--- src/hw/core_arch_pkg.sv ---
package core_arch_pkg;

    // Fixed RV64 widths
    localparam int xlen = 64;                  // Integer register width
    localparam int alen = 64;                  // Instruction address width
    localparam int shamt_w = $clog2(xlen);     // Shift amount bits

    typedef logic [4:0] reg_idx_t;             // Architectural register index

    // Result leaving the execute stage.
    // Also feeds the register file write port and distance-1 forwarding.
    typedef struct packed {
        logic            valid;                // Instruction retires this cycle
        logic            exception;            // Illegal op, nothing is written
        reg_idx_t        rd;                   // Destination register
        logic [xlen-1:0] result;               // Write data
    } wb_t;

endpackage

--- src/hw/decode_pkg.sv ---
package decode_pkg;

    import core_arch_pkg::*;

    // Major opcodes, instruction bits 6:2
    typedef enum logic [4:0] {
        OP_AUIPC  = 5'b00101,
        OP_OP_IMM = 5'b00100,
        OP_LUI    = 5'b01101,
        OP_OP     = 5'b01100
    } opcode_e;

    // funct3 codes shared by OP-IMM and OP
    localparam logic [2:0] f3_add  = 3'b000;   // ADD/SUB/ADDI
    localparam logic [2:0] f3_sll  = 3'b001;
    localparam logic [2:0] f3_slt  = 3'b010;
    localparam logic [2:0] f3_sltu = 3'b011;
    localparam logic [2:0] f3_xor  = 3'b100;
    localparam logic [2:0] f3_sr   = 3'b101;   // SRL/SRA and immediate forms
    localparam logic [2:0] f3_or   = 3'b110;
    localparam logic [2:0] f3_and  = 3'b111;

    localparam logic [1:0] len_32  = 2'b11;    // Low bits of a 32-bit encoding

    // Instruction held in the decode register, operands already read
    typedef struct packed {
        logic            valid;                // Slot holds an instruction
        logic            is_int;               // One of the four integer opcodes
        logic [alen-1:0] addr;                 // Instruction address
        opcode_e         opcode;               // May carry a non-listed encoding
        reg_idx_t        rd;
        reg_idx_t        rs1;
        reg_idx_t        rs2;
        logic [2:0]      funct3;
        logic [6:0]      funct7;               // Bit 5 selects SUB and SRA
        logic [31:20]    i_imm;                // Raw I-type immediate
        logic [31:12]    u_imm;                // Raw U-type immediate
        logic [xlen-1:0] rs1_data;
        logic [xlen-1:0] rs2_data;
    } decoded_t;

    // True for the opcodes handled by the integer execute block
    function automatic logic is_int_op(input logic [31:0] instr);
        logic [4:0] op;
        op = instr[6:2];
        return (instr[1:0] == len_32) &&
               (op == OP_LUI || op == OP_AUIPC || op == OP_OP_IMM || op == OP_OP);
    endfunction

endpackage

--- src/hw/exec_int.sv ---
`timescale 1ns/100ps

module exec_int (
    input  logic                   clk,
    input  logic                   rst,
    input  decode_pkg::decoded_t   i_dec,
    output core_arch_pkg::wb_t     o_wb
);

    import core_arch_pkg::*;
    import decode_pkg::*;

    logic [xlen-1:0]    rs1;
    logic [xlen-1:0]    imm_i;                 // Sign-extended I immediate
    logic [xlen-1:0]    imm_u;                 // Sign-extended U immediate
    logic [xlen-1:0]    op_b;                  // Immediate or rs2
    logic               is_imm;
    logic               is_sub;
    logic               arith;                 // Instruction bit 30
    logic [shamt_w-1:0] shamt;
    logic [2*xlen-1:0]  shift_src;
    logic [xlen-1:0]    sum;
    logic               lt_s;
    logic               lt_u;
    logic [xlen-1:0]    result_d;
    logic               exc_d;

    assign rs1    = i_dec.rs1_data;
    assign imm_i  = {{(xlen-12){i_dec.i_imm[31]}}, i_dec.i_imm};
    assign imm_u  = {{(xlen-32){i_dec.u_imm[31]}}, i_dec.u_imm, 12'b0};
    assign is_imm = (i_dec.opcode == OP_OP_IMM);
    assign op_b   = is_imm ? imm_i : i_dec.rs2_data;
    assign arith  = i_dec.funct7[5];

    // SUB exists only in the register form
    assign is_sub = !is_imm && arith;
    assign sum    = is_sub ? rs1 - op_b : rs1 + op_b;

    // Immediate shift amount sits in the low bits of the immediate
    assign shamt  = op_b[shamt_w-1:0];

    // Upper half holds the sign fill for SRA/SRAI
    assign shift_src = {{xlen{arith & rs1[xlen-1]}}, rs1};

    assign lt_s = $signed(rs1) < $signed(op_b);
    assign lt_u = rs1 < op_b;                  // SLTIU compares the extended immediate

    always_comb begin
        result_d = '0;
        exc_d    = !i_dec.is_int;              // Unknown opcodes trap
        case (i_dec.opcode)
            OP_LUI: begin
                result_d = imm_u;
            end
            OP_AUIPC: begin
                result_d = xlen'(i_dec.addr) + imm_u;
            end
            OP_OP_IMM, OP_OP: begin
                case (i_dec.funct3)
                    f3_add: begin
                        result_d = sum;
                    end
                    f3_sll: begin
                        result_d = rs1 << shamt;
                        if (is_imm && i_dec.i_imm[31:26] != '0) begin
                            exc_d = 1'b1;      // Bad SLLI encoding
                        end
                    end
                    f3_slt: begin
                        result_d = {{(xlen-1){1'b0}}, lt_s};
                    end
                    f3_sltu: begin
                        result_d = {{(xlen-1){1'b0}}, lt_u};
                    end
                    f3_xor: begin
                        result_d = rs1 ^ op_b;
                    end
                    f3_sr: begin
                        result_d = xlen'(shift_src >> shamt);
                        if (is_imm && (i_dec.i_imm[31] || i_dec.i_imm[29:26] != '0)) begin
                            exc_d = 1'b1;      // Bad SRLI/SRAI encoding
                        end
                    end
                    f3_or: begin
                        result_d = rs1 | op_b;
                    end
                    f3_and: begin
                        result_d = rs1 & op_b;
                    end
                    default: begin
                        result_d = '0;
                    end
                endcase
            end
            default: begin
                result_d = '0;                 // Defined value on a trap
            end
        endcase
    end

    // Every decoded instruction retires, illegal ones flagged
    always_ff @(posedge clk) begin
        if (rst) begin
            o_wb.valid <= 1'b0;
        end else begin
            o_wb.valid <= i_dec.valid;
        end
        o_wb.exception <= exc_d;
        o_wb.rd        <= i_dec.rd;
        o_wb.result    <= result_d;
    end

endmodule

--- src/hw/int_core.sv ---
`timescale 1ns/100ps

module int_core (
    input  logic                                clk,
    input  logic                                rst,
    input  logic                                i_valid,
    input  logic [31:0]                         i_instr,
    input  logic [core_arch_pkg::alen-1:0]      i_addr,
    output core_arch_pkg::wb_t                  o_wb
);

    import core_arch_pkg::*;
    import decode_pkg::*;

    reg_idx_t        rs1;                      // Read indices from decode
    reg_idx_t        rs2;
    logic [xlen-1:0] rs1_data;
    logic [xlen-1:0] rs2_data;
    decoded_t        dec;

    int_regfile u_regfile (
        .clk        (clk),
        .i_rs1      (rs1),
        .i_rs2      (rs2),
        .i_wb       (o_wb),                    // Writeback port
        .o_rs1_data (rs1_data),
        .o_rs2_data (rs2_data)
    );

    int_decoder u_decoder (
        .clk        (clk),
        .rst        (rst),
        .i_valid    (i_valid),
        .i_instr    (i_instr),
        .i_addr     (i_addr),
        .i_rs1_data (rs1_data),
        .i_rs2_data (rs2_data),
        .i_wb       (o_wb),                    // Distance-1 bypass
        .o_rs1      (rs1),
        .o_rs2      (rs2),
        .o_dec      (dec)
    );

    exec_int u_exec (
        .clk        (clk),
        .rst        (rst),
        .i_dec      (dec),
        .o_wb       (o_wb)
    );

endmodule

--- src/hw/int_decoder.sv ---
`timescale 1ns/100ps

module int_decoder (
    input  logic                                clk,
    input  logic                                rst,
    input  logic                                i_valid,
    input  logic [31:0]                         i_instr,
    input  logic [core_arch_pkg::alen-1:0]      i_addr,
    input  logic [core_arch_pkg::xlen-1:0]      i_rs1_data,
    input  logic [core_arch_pkg::xlen-1:0]      i_rs2_data,
    input  core_arch_pkg::wb_t                  i_wb,
    output core_arch_pkg::reg_idx_t             o_rs1,
    output core_arch_pkg::reg_idx_t             o_rs2,
    output decode_pkg::decoded_t                o_dec
);

    import core_arch_pkg::*;
    import decode_pkg::*;

    reg_idx_t rs1_idx;
    reg_idx_t rs2_idx;
    decoded_t dec_d;
    decoded_t dec_q;
    logic     fwd_rs1_d;
    logic     fwd_rs2_d;
    logic     fwd_rs1_q;                       // rs1 depends on the older instruction
    logic     fwd_rs2_q;
    logic     fwd_ok;

    assign rs1_idx = i_instr[19:15];
    assign rs2_idx = i_instr[24:20];

    // Register file read ports see the raw fields
    assign o_rs1 = rs1_idx;
    assign o_rs2 = rs2_idx;

    // Field extraction
    always_comb begin
        dec_d.valid    = i_valid;
        dec_d.is_int   = is_int_op(i_instr);
        dec_d.addr     = i_addr;
        dec_d.opcode   = opcode_e'(i_instr[6:2]); // Unknown codes pass through
        dec_d.rd       = i_instr[11:7];
        dec_d.rs1      = rs1_idx;
        dec_d.rs2      = rs2_idx;
        dec_d.funct3   = i_instr[14:12];
        dec_d.funct7   = i_instr[31:25];
        dec_d.i_imm    = i_instr[31:20];
        dec_d.u_imm    = i_instr[31:12];
        dec_d.rs1_data = i_rs1_data;           // Includes distance-2 write-through
        dec_d.rs2_data = i_rs2_data;
    end

    // Distance-1 hazard: the instruction now in the decode register
    // has not produced its result yet, so remember which sources need it
    assign fwd_rs1_d = i_valid && dec_q.valid && (dec_q.rd != '0) && (dec_q.rd == rs1_idx);
    assign fwd_rs2_d = i_valid && dec_q.valid && (dec_q.rd != '0) && (dec_q.rd == rs2_idx);

    always_ff @(posedge clk) begin
        dec_q     <= dec_d;
        fwd_rs1_q <= fwd_rs1_d;
        fwd_rs2_q <= fwd_rs2_d;
        if (rst) begin
            dec_q.valid <= 1'b0;
            fwd_rs1_q   <= 1'b0;
            fwd_rs2_q   <= 1'b0;
        end
    end

    // An excepting producer wrote nothing, keep the file value
    assign fwd_ok = i_wb.valid && !i_wb.exception;

    always_comb begin
        o_dec = dec_q;
        if (fwd_rs1_q && fwd_ok) begin
            o_dec.rs1_data = i_wb.result;      // Bypass from execute
        end
        if (fwd_rs2_q && fwd_ok) begin
            o_dec.rs2_data = i_wb.result;
        end
    end

endmodule

--- src/hw/int_regfile.sv ---
`timescale 1ns/100ps

module int_regfile (
    input  logic                                clk,
    input  core_arch_pkg::reg_idx_t             i_rs1,
    input  core_arch_pkg::reg_idx_t             i_rs2,
    input  core_arch_pkg::wb_t                  i_wb,
    output logic [core_arch_pkg::xlen-1:0]      o_rs1_data,
    output logic [core_arch_pkg::xlen-1:0]      o_rs2_data
);

    import core_arch_pkg::*;

    logic [xlen-1:0] regs [1:31];              // x0 has no storage
    logic            wr_en;

    // Only clean, retiring results with a real destination are kept
    assign wr_en = i_wb.valid && !i_wb.exception && (i_wb.rd != '0);

    always_ff @(posedge clk) begin
        if (wr_en) begin
            regs[i_wb.rd] <= i_wb.result;
        end
    end

    // Shared read path, used by both ports
    function automatic logic [xlen-1:0] read_port(input reg_idx_t idx);
        logic [xlen-1:0] data;
        if (idx == '0) begin
            data = '0;                         // Hardwired zero
        end else if (wr_en && (i_wb.rd == idx)) begin
            data = i_wb.result;                // Write-through, distance 2
        end else begin
            data = regs[idx];
        end
        return data;
    endfunction

    always_comb begin
        o_rs1_data = read_port(i_rs1);
    end

    always_comb begin
        o_rs2_data = read_port(i_rs2);
    end

endmodule

--- config.mk ---
export PLATFORM = sky130hd
export DESIGN_NAME = int_core
export DESIGN_NICKNAME = d
export VERILOG_FILES = /design/src/hw/core_arch_pkg.sv /design/src/hw/decode_pkg.sv /design/src/hw/exec_int.sv /design/src/hw/int_core.sv /design/src/hw/int_decoder.sv /design/src/hw/int_regfile.sv
export SDC_FILE = /design/constraint.sdc
export NUM_CORES = 2
export LEC_CHECK = 0
export BUFFER_PORTS_ARGS = -buffer_cell sky130_fd_sc_hd__buf_2
export CAP_MARGIN = 20
export CORE_MARGIN = 2
export CORE_UTILIZATION = 35
export CTS_CLUSTER_SIZE = 14
export DETAILED_ROUTE_END_ITERATION = 6
export MAX_ROUTING_LAYER = met4
export PLACE_DENSITY_LB_ADDON = 0.15
export SLEW_MARGIN = 20
export SYNTH_ARGS = -nofsm -noshare
export SYNTH_HDL_FRONTEND = slang
export SYNTH_HIERARCHICAL = 1
export SYNTH_SLANG_ARGS = --single-unit
--- constraint.sdc ---
create_clock -name clk -period 10.9 [get_ports clk]
set_clock_uncertainty 0.2 [all_clocks]
set_input_delay 2.18 -clock clk [delete_from_list [all_inputs] [get_ports clk]]
set_output_delay 2.18 -clock clk [all_outputs]
set_load 0.005 [all_outputs]
==> out/results.ini <==
[critical_path]
critical_path.cell_chain=or4b_4 -> buf_4 -> o21ai_0 -> nand2_4 -> clkinv_2 -> buf_4 -> fa_1 -> nand2b_1 -> a21oi_1 -> o41a_1 -> o21ai_0 -> buf_4 -> a21oi_1 -> o21ai_0 -> and2_1 -> o21ai_0 -> o311a_1 -> xnor2_1 -> o21ai_0 -> nand3_1
path_buf_inv=4
worst-setup-path-type=flip-flop to flip-flop
cpPeakStageDelay_ps=790
crit_path_top_delay_cell=or4b_4
critPathArrivalTime_ps=7800
crit_required_ps=11440
rrSetupSlack_ps=3640
cp_max_fo=50
end_kind=flip-flop
crit_path_frequent_cell=o21ai_0
critPathTopFamily=compound AO/OA/AOI/OAI gates
start_kind=flip-flop

[final_layout]
nNetsFinal=9536
finish.utilization_pct=39.28
fillers=33550
layout.cells.most_common=edfxtp_1
multiInputGateArea_sq_um=54760
drive_above_1_share_pct=21.13
mostFrequentLayoutCells=edfxtp_1, mux2i_1, mux4_2
regArea_sq_um=65540
syn_to_final_growth_pct=11.81

[pwr]
swShare_pct=31.37
peakVddDrop_mv=0.1426
clkPwrFrac_pct=38.7
p_leak_nw=48.89
p_comb_share_pct=20.6
p_seq_share_pct=40.7
power.density_nw_per_um2=170.0
internal_power_mw=16.30
p_sw_mw=7.448

[sta]
setup_viol=0
finalSetupTns_ps=0
rsz0062_at_grt=false
min_period_ps=7255
hold_viol=0
max_freq_mhz=137.8
worst_slew_pin_slew_ps=1327
timing.final.crit_share_pct=66.56
slew_viol_final=0
fin_ws_ps=3645
slew_headroom_pct=11.37

[cts]
cts_tree=done
cts_buffer_depth=4
post_cts_resized=0
clkLatencyLatePin_ps=940
clock_sinks=2281
cts_root_buffer=clkbuf_16
cts.clk_slew.worst_paths_ps=60
cts_buffers=278
cts_setup_buffers=0
cts_hold_buf=0
h-tree-depth=5

[global_routing]
grt_pass1_wl_microns=788200
grt_pass1_vias=89090
grt_overflow=0
grt_start_max_net_pins=120
antenna_found_initial=53
grtUsageTotal_pct=32.46

[floorplan]
initial_core_util_pct=35.13
die_area_sq_um=361800
core_region_area_sq_um=355700
die_w_microns=601.5
num_rows=219
pin_count=170
die_h_microns=601.5

[placement]
dp_slack_ps=3875
finalWeightedCongestion=1.023
numPortBuffers=169
dp_hpwl_microns=384600

[route]
routed_via_density=6.479
ant_nets=0
vias=91910
finalWirelength_microns=586500
firstDrtPassIters=7
route.detailed.drc=26
drtIter0Drc=11990
routedWlPerCell_microns=41.35

[synth]
syn-cell-area_sq_um=124900
postSynthAreaPerCell_sq_um=13.47
synth_nets=9611
synthCells=9275
yosysWarningCount=6

[run]
maxCapViolCount=0

[min_path]
min_path_type=flip-flop to flip-flop

[run_status]
status=finished with violations
violations=DRC

final cells by class:
cell class / instances / area share [%]
repair buffers: 498 / 2.704
inverters: 214 / 0.5768
clock inverters: 129 / 0.9377
well taps: 4751 / 4.255
multi-input cells: 5927 / 39.20
diodes: 16 / 0.02866
flip-flops and latches: 2281 / 46.91
clock buffers: 369 / 5.391
path summary, 6_finish.rpt:
path                                           start         endpoint  cells after the start
worst max register to register  u_decoder/o_dec[186]  u_exec/o_wb[60]                     20
worst min-delay path            u_decoder/o_dec[192]   u_exec/o_wb[2]                      1
worst max-delay path            u_decoder/o_dec[186]  u_exec/o_wb[60]                     20
worst min register to register  u_decoder/o_dec[192]   u_exec/o_wb[2]                      1
per-layer routing:
layer / up-vias / track usage [%] / routed length, microns
li1: 37010 / - / -
met1: 48830 / 42.88 / 242600
met2: 5013 / 49.18 / 263900
met3: 1054 / 5.633 / 49270
met4: 0 / 14.05 / 30690
met5: - / - / 0
per-stage QoR:
step / power, mW / hold slack [ps] / instances / instance area, sq um
finish: 23.74 / 281.9 / 14190 / 139700
global route: 24.36 / 286.6 / 14180 / 139700
CTS: 23.75 / 282.0 / 14170 / 139600
detailed placement: 14.58 / 251.5 / 13670 / 130800
global placement: 14.63 / 274.6 / 13670 / 130700
floorplan: 12.56 / 248.2 / 9275 / 124900
power by group through the flow:
stage               Clock, mW  Sequential (mW)  Combinational, mW
floorplan                   0             9.79               2.77
global placement            0             9.85               4.78
detailed placement          0             9.85               4.74
CTS                      9.33             9.66               4.76
global route             9.64             9.67               5.05
finish                   9.18             9.67               4.89
sequential cells by signal (all words and copies together) (netlist names):
| name | count |
|---|---|
| u_decoder/o_dec | 96 |
| u_decoder/fwd_rs2_q | 1 |
| u_decoder/dec_q | 128 |
| u_regfile/regs | 1984 |
| u_decoder/fwd_rs1_q | 1 |
| u_exec/o_wb | 71 |
No activity file was read; power rests on OpenSTA's default activity.
